File: src/source/quant_functions.svh
`ifndef QUANT_FUNCTIONS_SVH
`define QUANT_FUNCTIONS_SVH

// saturate to the signed 8-bit range
function automatic cnn_data_pkg::pixel_t clamp(input cnn_data_pkg::acc_t v);
    if (v > 127)
        return 8'sh7f;
    else if (v < -128)
        return 8'sh80;
    return cnn_data_pkg::pixel_t'(v);
endfunction

`endif

File: src/source/cnn_geom_pkg.sv
`default_nettype none

package cnn_geom_pkg;

    // input image and every feature map are square
    localparam int IMG_W = 28;
    localparam int IMG_PIX = IMG_W * IMG_W;

    localparam int N_CH = 8;

    // 3x3 kernel, taps numbered row by row
    localparam int K_W = 3;
    localparam int K_TAPS = K_W * K_W;

    localparam int POOL_OUT_W = IMG_W / 2;
    localparam int POOL_PIX = POOL_OUT_W * POOL_OUT_W;

    // dot product scaling before the bias is added
    localparam int ACC_SHIFT = 4;

endpackage

`default_nettype wire

File: src/source/cnn_data_pkg.sv
`default_nettype none

package cnn_data_pkg;

    // pixels, weights and biases share one format
    typedef logic signed [7:0] pixel_t;

    // nine 16-bit products fit without overflow
    typedef logic signed [19:0] acc_t;

    typedef logic [9:0] addr_t;
    typedef logic [2:0] chan_t;
    typedef logic [3:0] tap_t;

    typedef enum logic [2:0] {
        IDLE,
        CONV_ISSUE,
        CONV_WAIT,
        POOL,
        DONE
    } ctrl_state_e;

endpackage

`default_nettype wire

File: src/source/layer1_ctrl.sv
`timescale 1ns/1ps
`default_nettype none

module layer1_ctrl
(
    input  wire                                    clk,
    input  wire                                    rst,
    input  wire                                    start,
    input  wire                                    pool_en,
    input  wire                                    mac_valid,
    input  wire                                    pool_done,
    output logic                                   busy,
    output logic                                   done,
    output logic                                   mac_start,
    output logic [$clog2(cnn_geom_pkg::IMG_W)-1:0] pix_row,
    output logic [$clog2(cnn_geom_pkg::IMG_W)-1:0] pix_col,
    output cnn_data_pkg::chan_t                    chan,
    output logic                                   store,
    output cnn_data_pkg::chan_t                    store_chan,
    output cnn_data_pkg::addr_t                    store_addr,
    output logic                                   pool
);
    import cnn_geom_pkg::*;
    import cnn_data_pkg::*;

    ctrl_state_e state;
    logic        pool_en_q;
    logic        last_col;
    logic        last_row;
    logic        last_chan;

    assign busy      = (state != IDLE);
    assign done      = (state == DONE);
    assign mac_start = (state == CONV_ISSUE);
    assign pool      = (state == POOL);

    // result belongs to the pixel the counters still point at
    assign store      = (state == CONV_WAIT) && mac_valid;
    assign store_chan = chan;
    assign store_addr = addr_t'(pix_row * IMG_W + pix_col);

    assign last_col  = (pix_col == IMG_W - 1);
    assign last_row  = (pix_row == IMG_W - 1);
    assign last_chan = (chan == N_CH - 1);

    always_ff @(posedge clk or negedge rst)
    begin
        if (!rst)
        begin
            state     <= IDLE;
            pool_en_q <= 1'b0;
            pix_row   <= '0;
            pix_col   <= '0;
            chan      <= '0;
        end
        else
        begin
            case (state)
                IDLE:
                    if (start)
                    begin
                        pool_en_q <= pool_en;
                        pix_row   <= '0;
                        pix_col   <= '0;
                        chan      <= '0;
                        state     <= CONV_ISSUE;
                    end
                CONV_ISSUE:
                    state <= CONV_WAIT;
                CONV_WAIT:
                    if (mac_valid)
                    begin
                        pix_col <= last_col ? '0 : pix_col + 1'b1;
                        if (last_col)
                        begin
                            pix_row <= last_row ? '0 : pix_row + 1'b1;
                            if (last_row)
                                chan <= chan + 1'b1;
                        end
                        if (last_col && last_row && last_chan)
                            state <= pool_en_q ? POOL : DONE;
                        else
                            state <= CONV_ISSUE;
                    end
                POOL:
                    if (pool_done)
                        state <= DONE;
                DONE:
                    state <= IDLE;
                default:
                    state <= IDLE;
            endcase
        end
    end

    // engine results only arrive for an issued pixel
    assert property (@(posedge clk) disable iff (!rst)
        mac_valid |-> (state == CONV_WAIT));

endmodule

`default_nettype wire

File: config.mk
export PLATFORM = sky130hd
export DESIGN_NAME = layer1_ctrl
export DESIGN_NICKNAME = d
export VERILOG_FILES = /design/src/source/quant_functions.svh /design/src/source/cnn_geom_pkg.sv /design/src/source/cnn_data_pkg.sv /design/src/source/layer1_ctrl.sv
export SDC_FILE = /design/constraint.sdc
export NUM_CORES = 1
export LEC_CHECK = 0
export BUFFER_PORTS_ARGS = -buffer_cell sky130_fd_sc_hd__buf_2
export CAP_MARGIN = 20
export CORE_ASPECT_RATIO = 0.6
export CORE_MARGIN = 4
export CORE_UTILIZATION = 57
export CTS_BUF_LIST = sky130_fd_sc_hd__clkbuf_16
export DETAILED_ROUTE_END_ITERATION = 12
export GPL_TIMING_DRIVEN = 0
export HOLD_SLACK_MARGIN = 0.1
export PLACE_DENSITY_LB_ADDON = 0.08
export SETUP_SLACK_MARGIN = 0.02
export SLEW_MARGIN = 15
export SYNTH_ARGS = -nofsm -noshare
export SYNTH_HDL_FRONTEND = slang
export SYNTH_SLANG_ARGS = --single-unit
File: constraint.sdc
create_clock -name clk -period 6.4 [get_ports clk]
set_clock_uncertainty 0.1 [all_clocks]
set_input_delay 0.96 -clock clk [delete_from_list [all_inputs] [get_ports clk]]
set_output_delay 0.96 -clock clk [all_outputs]
set_load 0.005 [all_outputs]
==> metrics.yaml, run 1 <==
antenna_found_initial: 0
min_period_ns: 4.062
htree_levels: 1
cp-end-kind: "output port"
start_util_pct: 59.69
synthDistinctLibCells: 47
tns_ns: 0
fin_total_pwr_uw: 561.7
cts_setup_buffers: 0
drt-initial-drc-count: 56
cp_slowest_cell: "fa_1"
synth_cells: 154
powerDensity_nw_per_um2: 313.1
critPathLaunchType: "register"
areaGrowthSynthToFinish_pct: 20.00
cts_tree: "done"
rsz0062_at_grt: "no"
first_pass_iters: 4
required_ns: 5.34
ir_drop_mv: 0.2044
hold_end: "chan[2]"
synth_ff_type: "dfrtp_1"
cts_resized: 0
synth_nets: 182
post-route-period-util_pct: 63.47
num_antenna_cells: 0
core_um2: 2505
power_frac_seq_pct: 29.2
die_y_um: 47.67
ys_ff_latch: 17
worstPathCellList: "fa_1 > ha_1 > inv_1 > fa_1 > nand2b_1 > a21oi_1 > xor2_1 > nand3_1 > xor2_1 > buf_2"
drv_cap: 0
cts_buffer_depth: 2
multi_input_area_um2: 975.9
p_clk_share_pct: 22.0
via_per_inst: 5.637
grt_pass1_wl_um: 5589
regArea_um2: 425.4
syn_area_per_cell_um2: 9.709
status: "completed"
cts_hold_buf: 0
p_int_uw: 344.8
dieArea_um2: 3533
cp_max_fo: 7
numCtsBuffers: 3
final-setup-viol-count: 0
grt_use_total_pct: 21.38
hp-class: "reg -> reg"
yosys_warnings: 0
postSynth.asyncResetShare_pct: 100.0
r2r_cells: 7
grt_pass1_vias: 1169
top_level_ports: 37
power_switching_uw: 217.0
synthesis.area_um2: 1495
drc: 0
whs_ns: 0.4603
path_class: "reg -> out"
maxSlewViolCount: 0
cts_root_buf: "clkbuf_16"
critPathArrivalTime_ns: 3.00
wl_per_cell_um: 14.65
setup_ws_ns: 2.338
timing.rr.end: "chan[0]"
max_stage_delay_ns: 0.57
clock-sinks: 17
power_leakage_uw: 0.001011
vias: 1274
worstMarginPinSlew_ns: 0.4279
finalHoldViolCount: 0
max_freq_mhz: 246.2
min_path_cells: 2
netSwitchingFraction_pct: 38.62
wl_um: 3312
clkLatencyLatePin_ns: 0.25
place_ws_ns: 2.637
grt_max_degree: 18
place_congestion: 0.9297
post-place-cells: 222
stdcell_count: 226
max_slew_margin_pct: 71.07
r2r_start: "pix_row[2]"
hpwlAfterDp_um: 2636
path_clk_slew_ns: 0.05
synth_edf_count: 0
nets: 223
pwr-share-comb_pct: 48.8
drive_gt1_share_pct: 28.87
fill_cells: 198
antenna_left: 0
port_buffers: 36
synth-seq-area-share_pct: 28.45
die_x_um: 74.12
r2r_slack_ns: 4.25
grt_overflow: 0
num_rows: 14
min_from: "chan[2]"
-- cell type report --
type / instances / area share, %
multi-input combinational: 119 / 54.39
tap: 32 / 2.232
clock buffer: 3 / 4.184
sequential: 17 / 23.71
clock inverter: 1 / 0.2092
buffer: 8 / 3.138
inverter: 10 / 2.092
timing repair buffer: 36 / 10.04
-- power by group through the flow --
stage / combinational (µW) / sequential, µW / clock [µW]
after floorplan: 186 / 160 / 0
after detailed placement: 274 / 165 / 0
final: 274 / 164 / 124
after global routing: 309 / 171 / 130
after global placement: 261 / 163 / 0
after CTS: 276 / 164 / 124
-- per-layer routing --
| metal | up-vias | track usage [%] | routed length [µm] |
|---|---|---|---|
| met4 | 0 | 6.498 | 42 |
| met5 | - | 0 | 0 |
| met2 | 43 | 36.27 | 1561 |
| met1 | 611 | 27.96 | 1519 |
| li1 | 614 | - | - |
| met3 | 6 | 4.822 | 188 |
-- critical path: cells and delay by family, from the launching register on --
kind / cells / cell delay, ns
adder cells (fa/ha/maj): 3 / 1.16
flip-flops: 1 / 0.47
XOR/XNOR: 2 / 0.45
AND/OR/NAND/NOR: 2 / 0.34
buffers and inverters: 2 / 0.18
AO/OA/AOI/OAI: 1 / 0.15
-- worst max-delay path by stage --
stage / cells after the start / slack [ns] / startpoint / to
final: 10 / 2.34 / pix_row[0] / store_addr[9]
after global routing: 10 / 2.21 / pix_row[2] / store_addr[9]
after CTS: 10 / 2.34 / pix_row[2] / store_addr[9]
after detailed placement: 10 / 2.64 / pix_row[0] / store_addr[9]
after global placement: 10 / 2.70 / pix_row[0] / store_addr[9]
after floorplan: 9 / 3.00 / pix_row[0] / store_addr[9]
-- state kept, by name, summed over array words and instances (netlist names) --
name / cells
state: 3
chan: 3
pix_col: 5
pix_row: 5
pool_en_q: 1
-- Yosys cell counts (4+ instances only) --
cell / count / area share [%]
buf_4: 5 / 2.5
fa_1: 6 / 8.0
o21ai_1: 7 / 2.3
xor2_1: 7 / 4.1
o21ai_0: 4 / 1.3
nor2_1: 11 / 2.8
ha_1: 16 / 13
a21oi_1: 6 / 2.0
dfrtp_1: 17 / 28
nand2_1: 12 / 3.0
nand3_1: 4 / 1.3
inv_1: 10 / 2.5
-- cell usage in the layout, fill, tap and decap left out, drive strengths merged --
cell type  count
buf           42
dfrtp         17
ha            16
nand2         13
nor2          13
o21ai         12
inv           11
xor2           7
a21oi          6
fa             6
nand3          5
clkbuf         5
a21o           3
xnor2          3
and2           3
nand2b         3
mux2           3
nor3           2
nand3b         2
or3            2
mux2i          2
o31ai          2
nor3b          2
nand4b         2
a21boi         2
a211oi         1
nor2b          1
nor4b          1
a211o          1
nand4          1
a31oi          1
a22o           1
and3           1
a311oi         1
nor4           1
-- cells by family after synthesis --
logic type | share of synthesized area [%]
AND/OR/NAND/NOR | 20.67
buffers and inverters | 6.277
multiplexers | 3.598
flip-flops | 28.45
AO/OA/AOI/OAI | 13.72
XOR/XNOR | 5.858
adder cells (fa/ha/maj) | 21.42
-- per-stage QoR --
stage / instance area (µm²) / utilization [%]
after floorplan: 1495 / -
after global placement: 1715 / 68.48
after detailed placement: 1715 / 68.48
after CTS: 1794 / 71.63
after global routing: 1794 / 71.63
final: 1794 / 71.63
Power figures use the tool's default switching activity.
==> run 2, diff against run 1 <==
Settings changed: ABC_AREA from default to 1, CORE_UTILIZATION 57 to 54.
Clock period 6.4 ns to 4 ns, I/O delays scaled along.
==> metrics.yaml, run 2 <==
synth-seq-area-share_pct: 26.90
die_x_um: 77.87
grt_use_total_pct: 19.19
synth_nets: 234
max_stage_delay_ns: 0.59
r2r_start: "pix_row[2]"
synth.most_common_cell: "nand2_1"
final_cell_mix: "nand2_1 (51), buf_2 (36), inv_1 (28), nand3_1 (20), dfrtp_1 (17)"
grt_pass1_vias: 1269
cp-end-kind: "output port"
maxSlewViolCount: 0
reg_top3: "pix_col: 5 flops, pix_row: 5 flops"
power_leakage_uw: 0.001077
core_um2: 2645
fill_cells: 220
cp_max_fo: 8
required_ns: 3.30
ys_ff_latch: 17
start_util_pct: 59.79
ys_top_cells_by_count: "nand2_1 (51), inv_1 (28), nand3_1 (20)"
place_congestion: 0.8704
worstMarginPinSlew_ns: 0.3945
worstPathCellList: "fa_1 > ha_1 > inv_1 > fa_1 > xnor2_1 > nand3_1 > nor2_1 > nand3_1 > nand2_1 > buf_2"
cp-endpoint: "store_addr[9]"
num_rows: 14
grt_max_degree: 18
first_pass_iters: 5
synth_ff_type: "dfrtp_1"
cts_tree: "done"
mostFrequentLayoutCell: "nand2_1"
synthesis.area_um2: 1582
nets: 275
clock-sinks: 17
ir_drop_mv: 0.3930
grt_overflow: 0
yosys_warnings: 0
drt-initial-drc-count: 114
status: "completed"
critPathLaunchType: "register"
hpwlAfterDp_um: 2685
syn_area_per_cell_um2: 7.677
drv_cap: 0
finalHoldViolCount: 0
num_antenna_cells: 0
dieArea_um2: 3887
clkLatencyLatePin_ns: 0.25
grt_pass1_wl_um: 6037
cts_buffer_depth: 2
final-setup-viol-count: 0
tns_ns: 0
post-route-period-util_pct: 87.09
hp-class: "in -> async"
powerDensity_nw_per_um2: 522.6
max_slew_margin_pct: 73.70
finalInstanceArea_um2: 1892
r2r_slack_ns: 2.11
critPathArrivalTime_ns: 2.78
port_buffers: 36
synthDistinctLibCells: 26
cts_root_buf: "clkbuf_16"
r2r_cells: 6
vias: 1408
wl_um: 3383
min_period_ns: 3.484
antenna_found_initial: 0
rsz0062_at_grt: "no"
timing.rr.end: "pix_row[0]"
max_freq_mhz: 287.1
cp_slowest_cell: "fa_1"
cts_hold_buf: 0
via_per_inst: 4.923
wl_per_cell_um: 11.83
drive_gt1_share_pct: 25.20
path_class: "reg -> out"
dpl_cell_area_um2: 1812
numCtsBuffers: 3
antenna_left: 0
drc: 0
synth_area_leaders: "dfrtp_1 (27%), ha_1 (13%), nand2_1 (12%), fa_1 (7.6%), inv_1 (6.6%)"
top_level_ports: 37
yosysTopAreaCell: "dfrtp_1"
areaGrowthSynthToFinish_pct: 19.62
htree_levels: 1
cts_setup_buffers: 0
cts_resized: 0
path_clk_slew_ns: 0.05
postSynth.asyncResetShare_pct: 100.0
die_y_um: 49.92
synth_cells: 206
yosys.area.top_type_share_pct: 26.90
synth_edf_count: 0
crit_start: "pix_row[0]"
[run 2: cell families (layout without fill, tap and decap cells)]
kind of cell               count (synthesis)  count (layout)  share of synthesized area, %
xor gates and xnor gates                   5               5                         2.769
muxes                                      1               1                        0.7120
AOI/OAI and AO/OA                         20              20                         7.990
buffers and inverters                     36              76                         10.68
adders and majority gates                 22              22                         20.25
DFF                                       17              17                         26.90
and+or+nand+nor                          105             105                         30.70
[run 2: stage by stage]
stage / hold slack, ns / total power [µW] / setup WS (ns) / instances / util, %
6_report: 0.1698 / 988.6 / 0.5163 / 286 / 71.52
5_1_grt: 0.2044 / 1074 / 0.2621 / 286 / 71.52
4_1_cts: 0.1881 / 992.8 / 0.5051 / 286 / 71.52
3_5_place_dp: 0.4245 / 784.9 / 0.7807 / 282 / 68.50
3_3_place_gp: 0.4216 / 774.0 / 0.7864 / 282 / 68.50
2_1_floorplan: 0.2044 / 620.3 / 1.050 / 206 / -
[run 2: cell type report]
cell class,count,area [µm²],area share [%]
Buffer,7,60.06,3.175
Clock buffer,3,75.07,3.968
Clock inverter,1,5.005,0.2646
Inverter,29,108.9,5.754
Multi-Input combinational cell,153,987.2,52.18
Sequential cell,17,425.4,22.49
Tap cell,40,50.05,2.646
Timing Repair Buffer,36,180.2,9.524
[run 2: metal layers]
metal  global-route usage (%)  vias to the layer above  part of all wire, %
li1                         -                      738                    -
met1                    32.44                      630                   57
met2                    25.14                       40                   37
met3                    4.364                        0                  5.8
met4                        0                        0                    0
met5                        0                        -                    0
[run 2: critical path: cells and delay by family, from the launching register on]
family,cells,cell delay (ns)
adder cells (fa/ha/maj),3,1.14
XOR/XNOR,1,0.28
buffers and inverters,2,0.17
flip-flops,1,0.49
AND/OR/NAND/NOR,4,0.45
[run 2: where the power goes]
group          switching (µW)  leakage, µW  internal [µW]  total, µW
logic                     283     0.000810            217        499
registers                66.2     0.000226            219        286
clock network            69.8    0.0000409            134        204
total                     419      0.00108            570        989
[run 2: worst min path at each step]
stage	end	startpoint
final	pix_col[0]	rst
after global routing	pool_en_q	rst
after CTS	pool_en_q	rst
after detailed placement	pool_en_q	pool_en_q
after global placement	pool_en_q	pool_en_q
after floorplan	chan[0]	rst
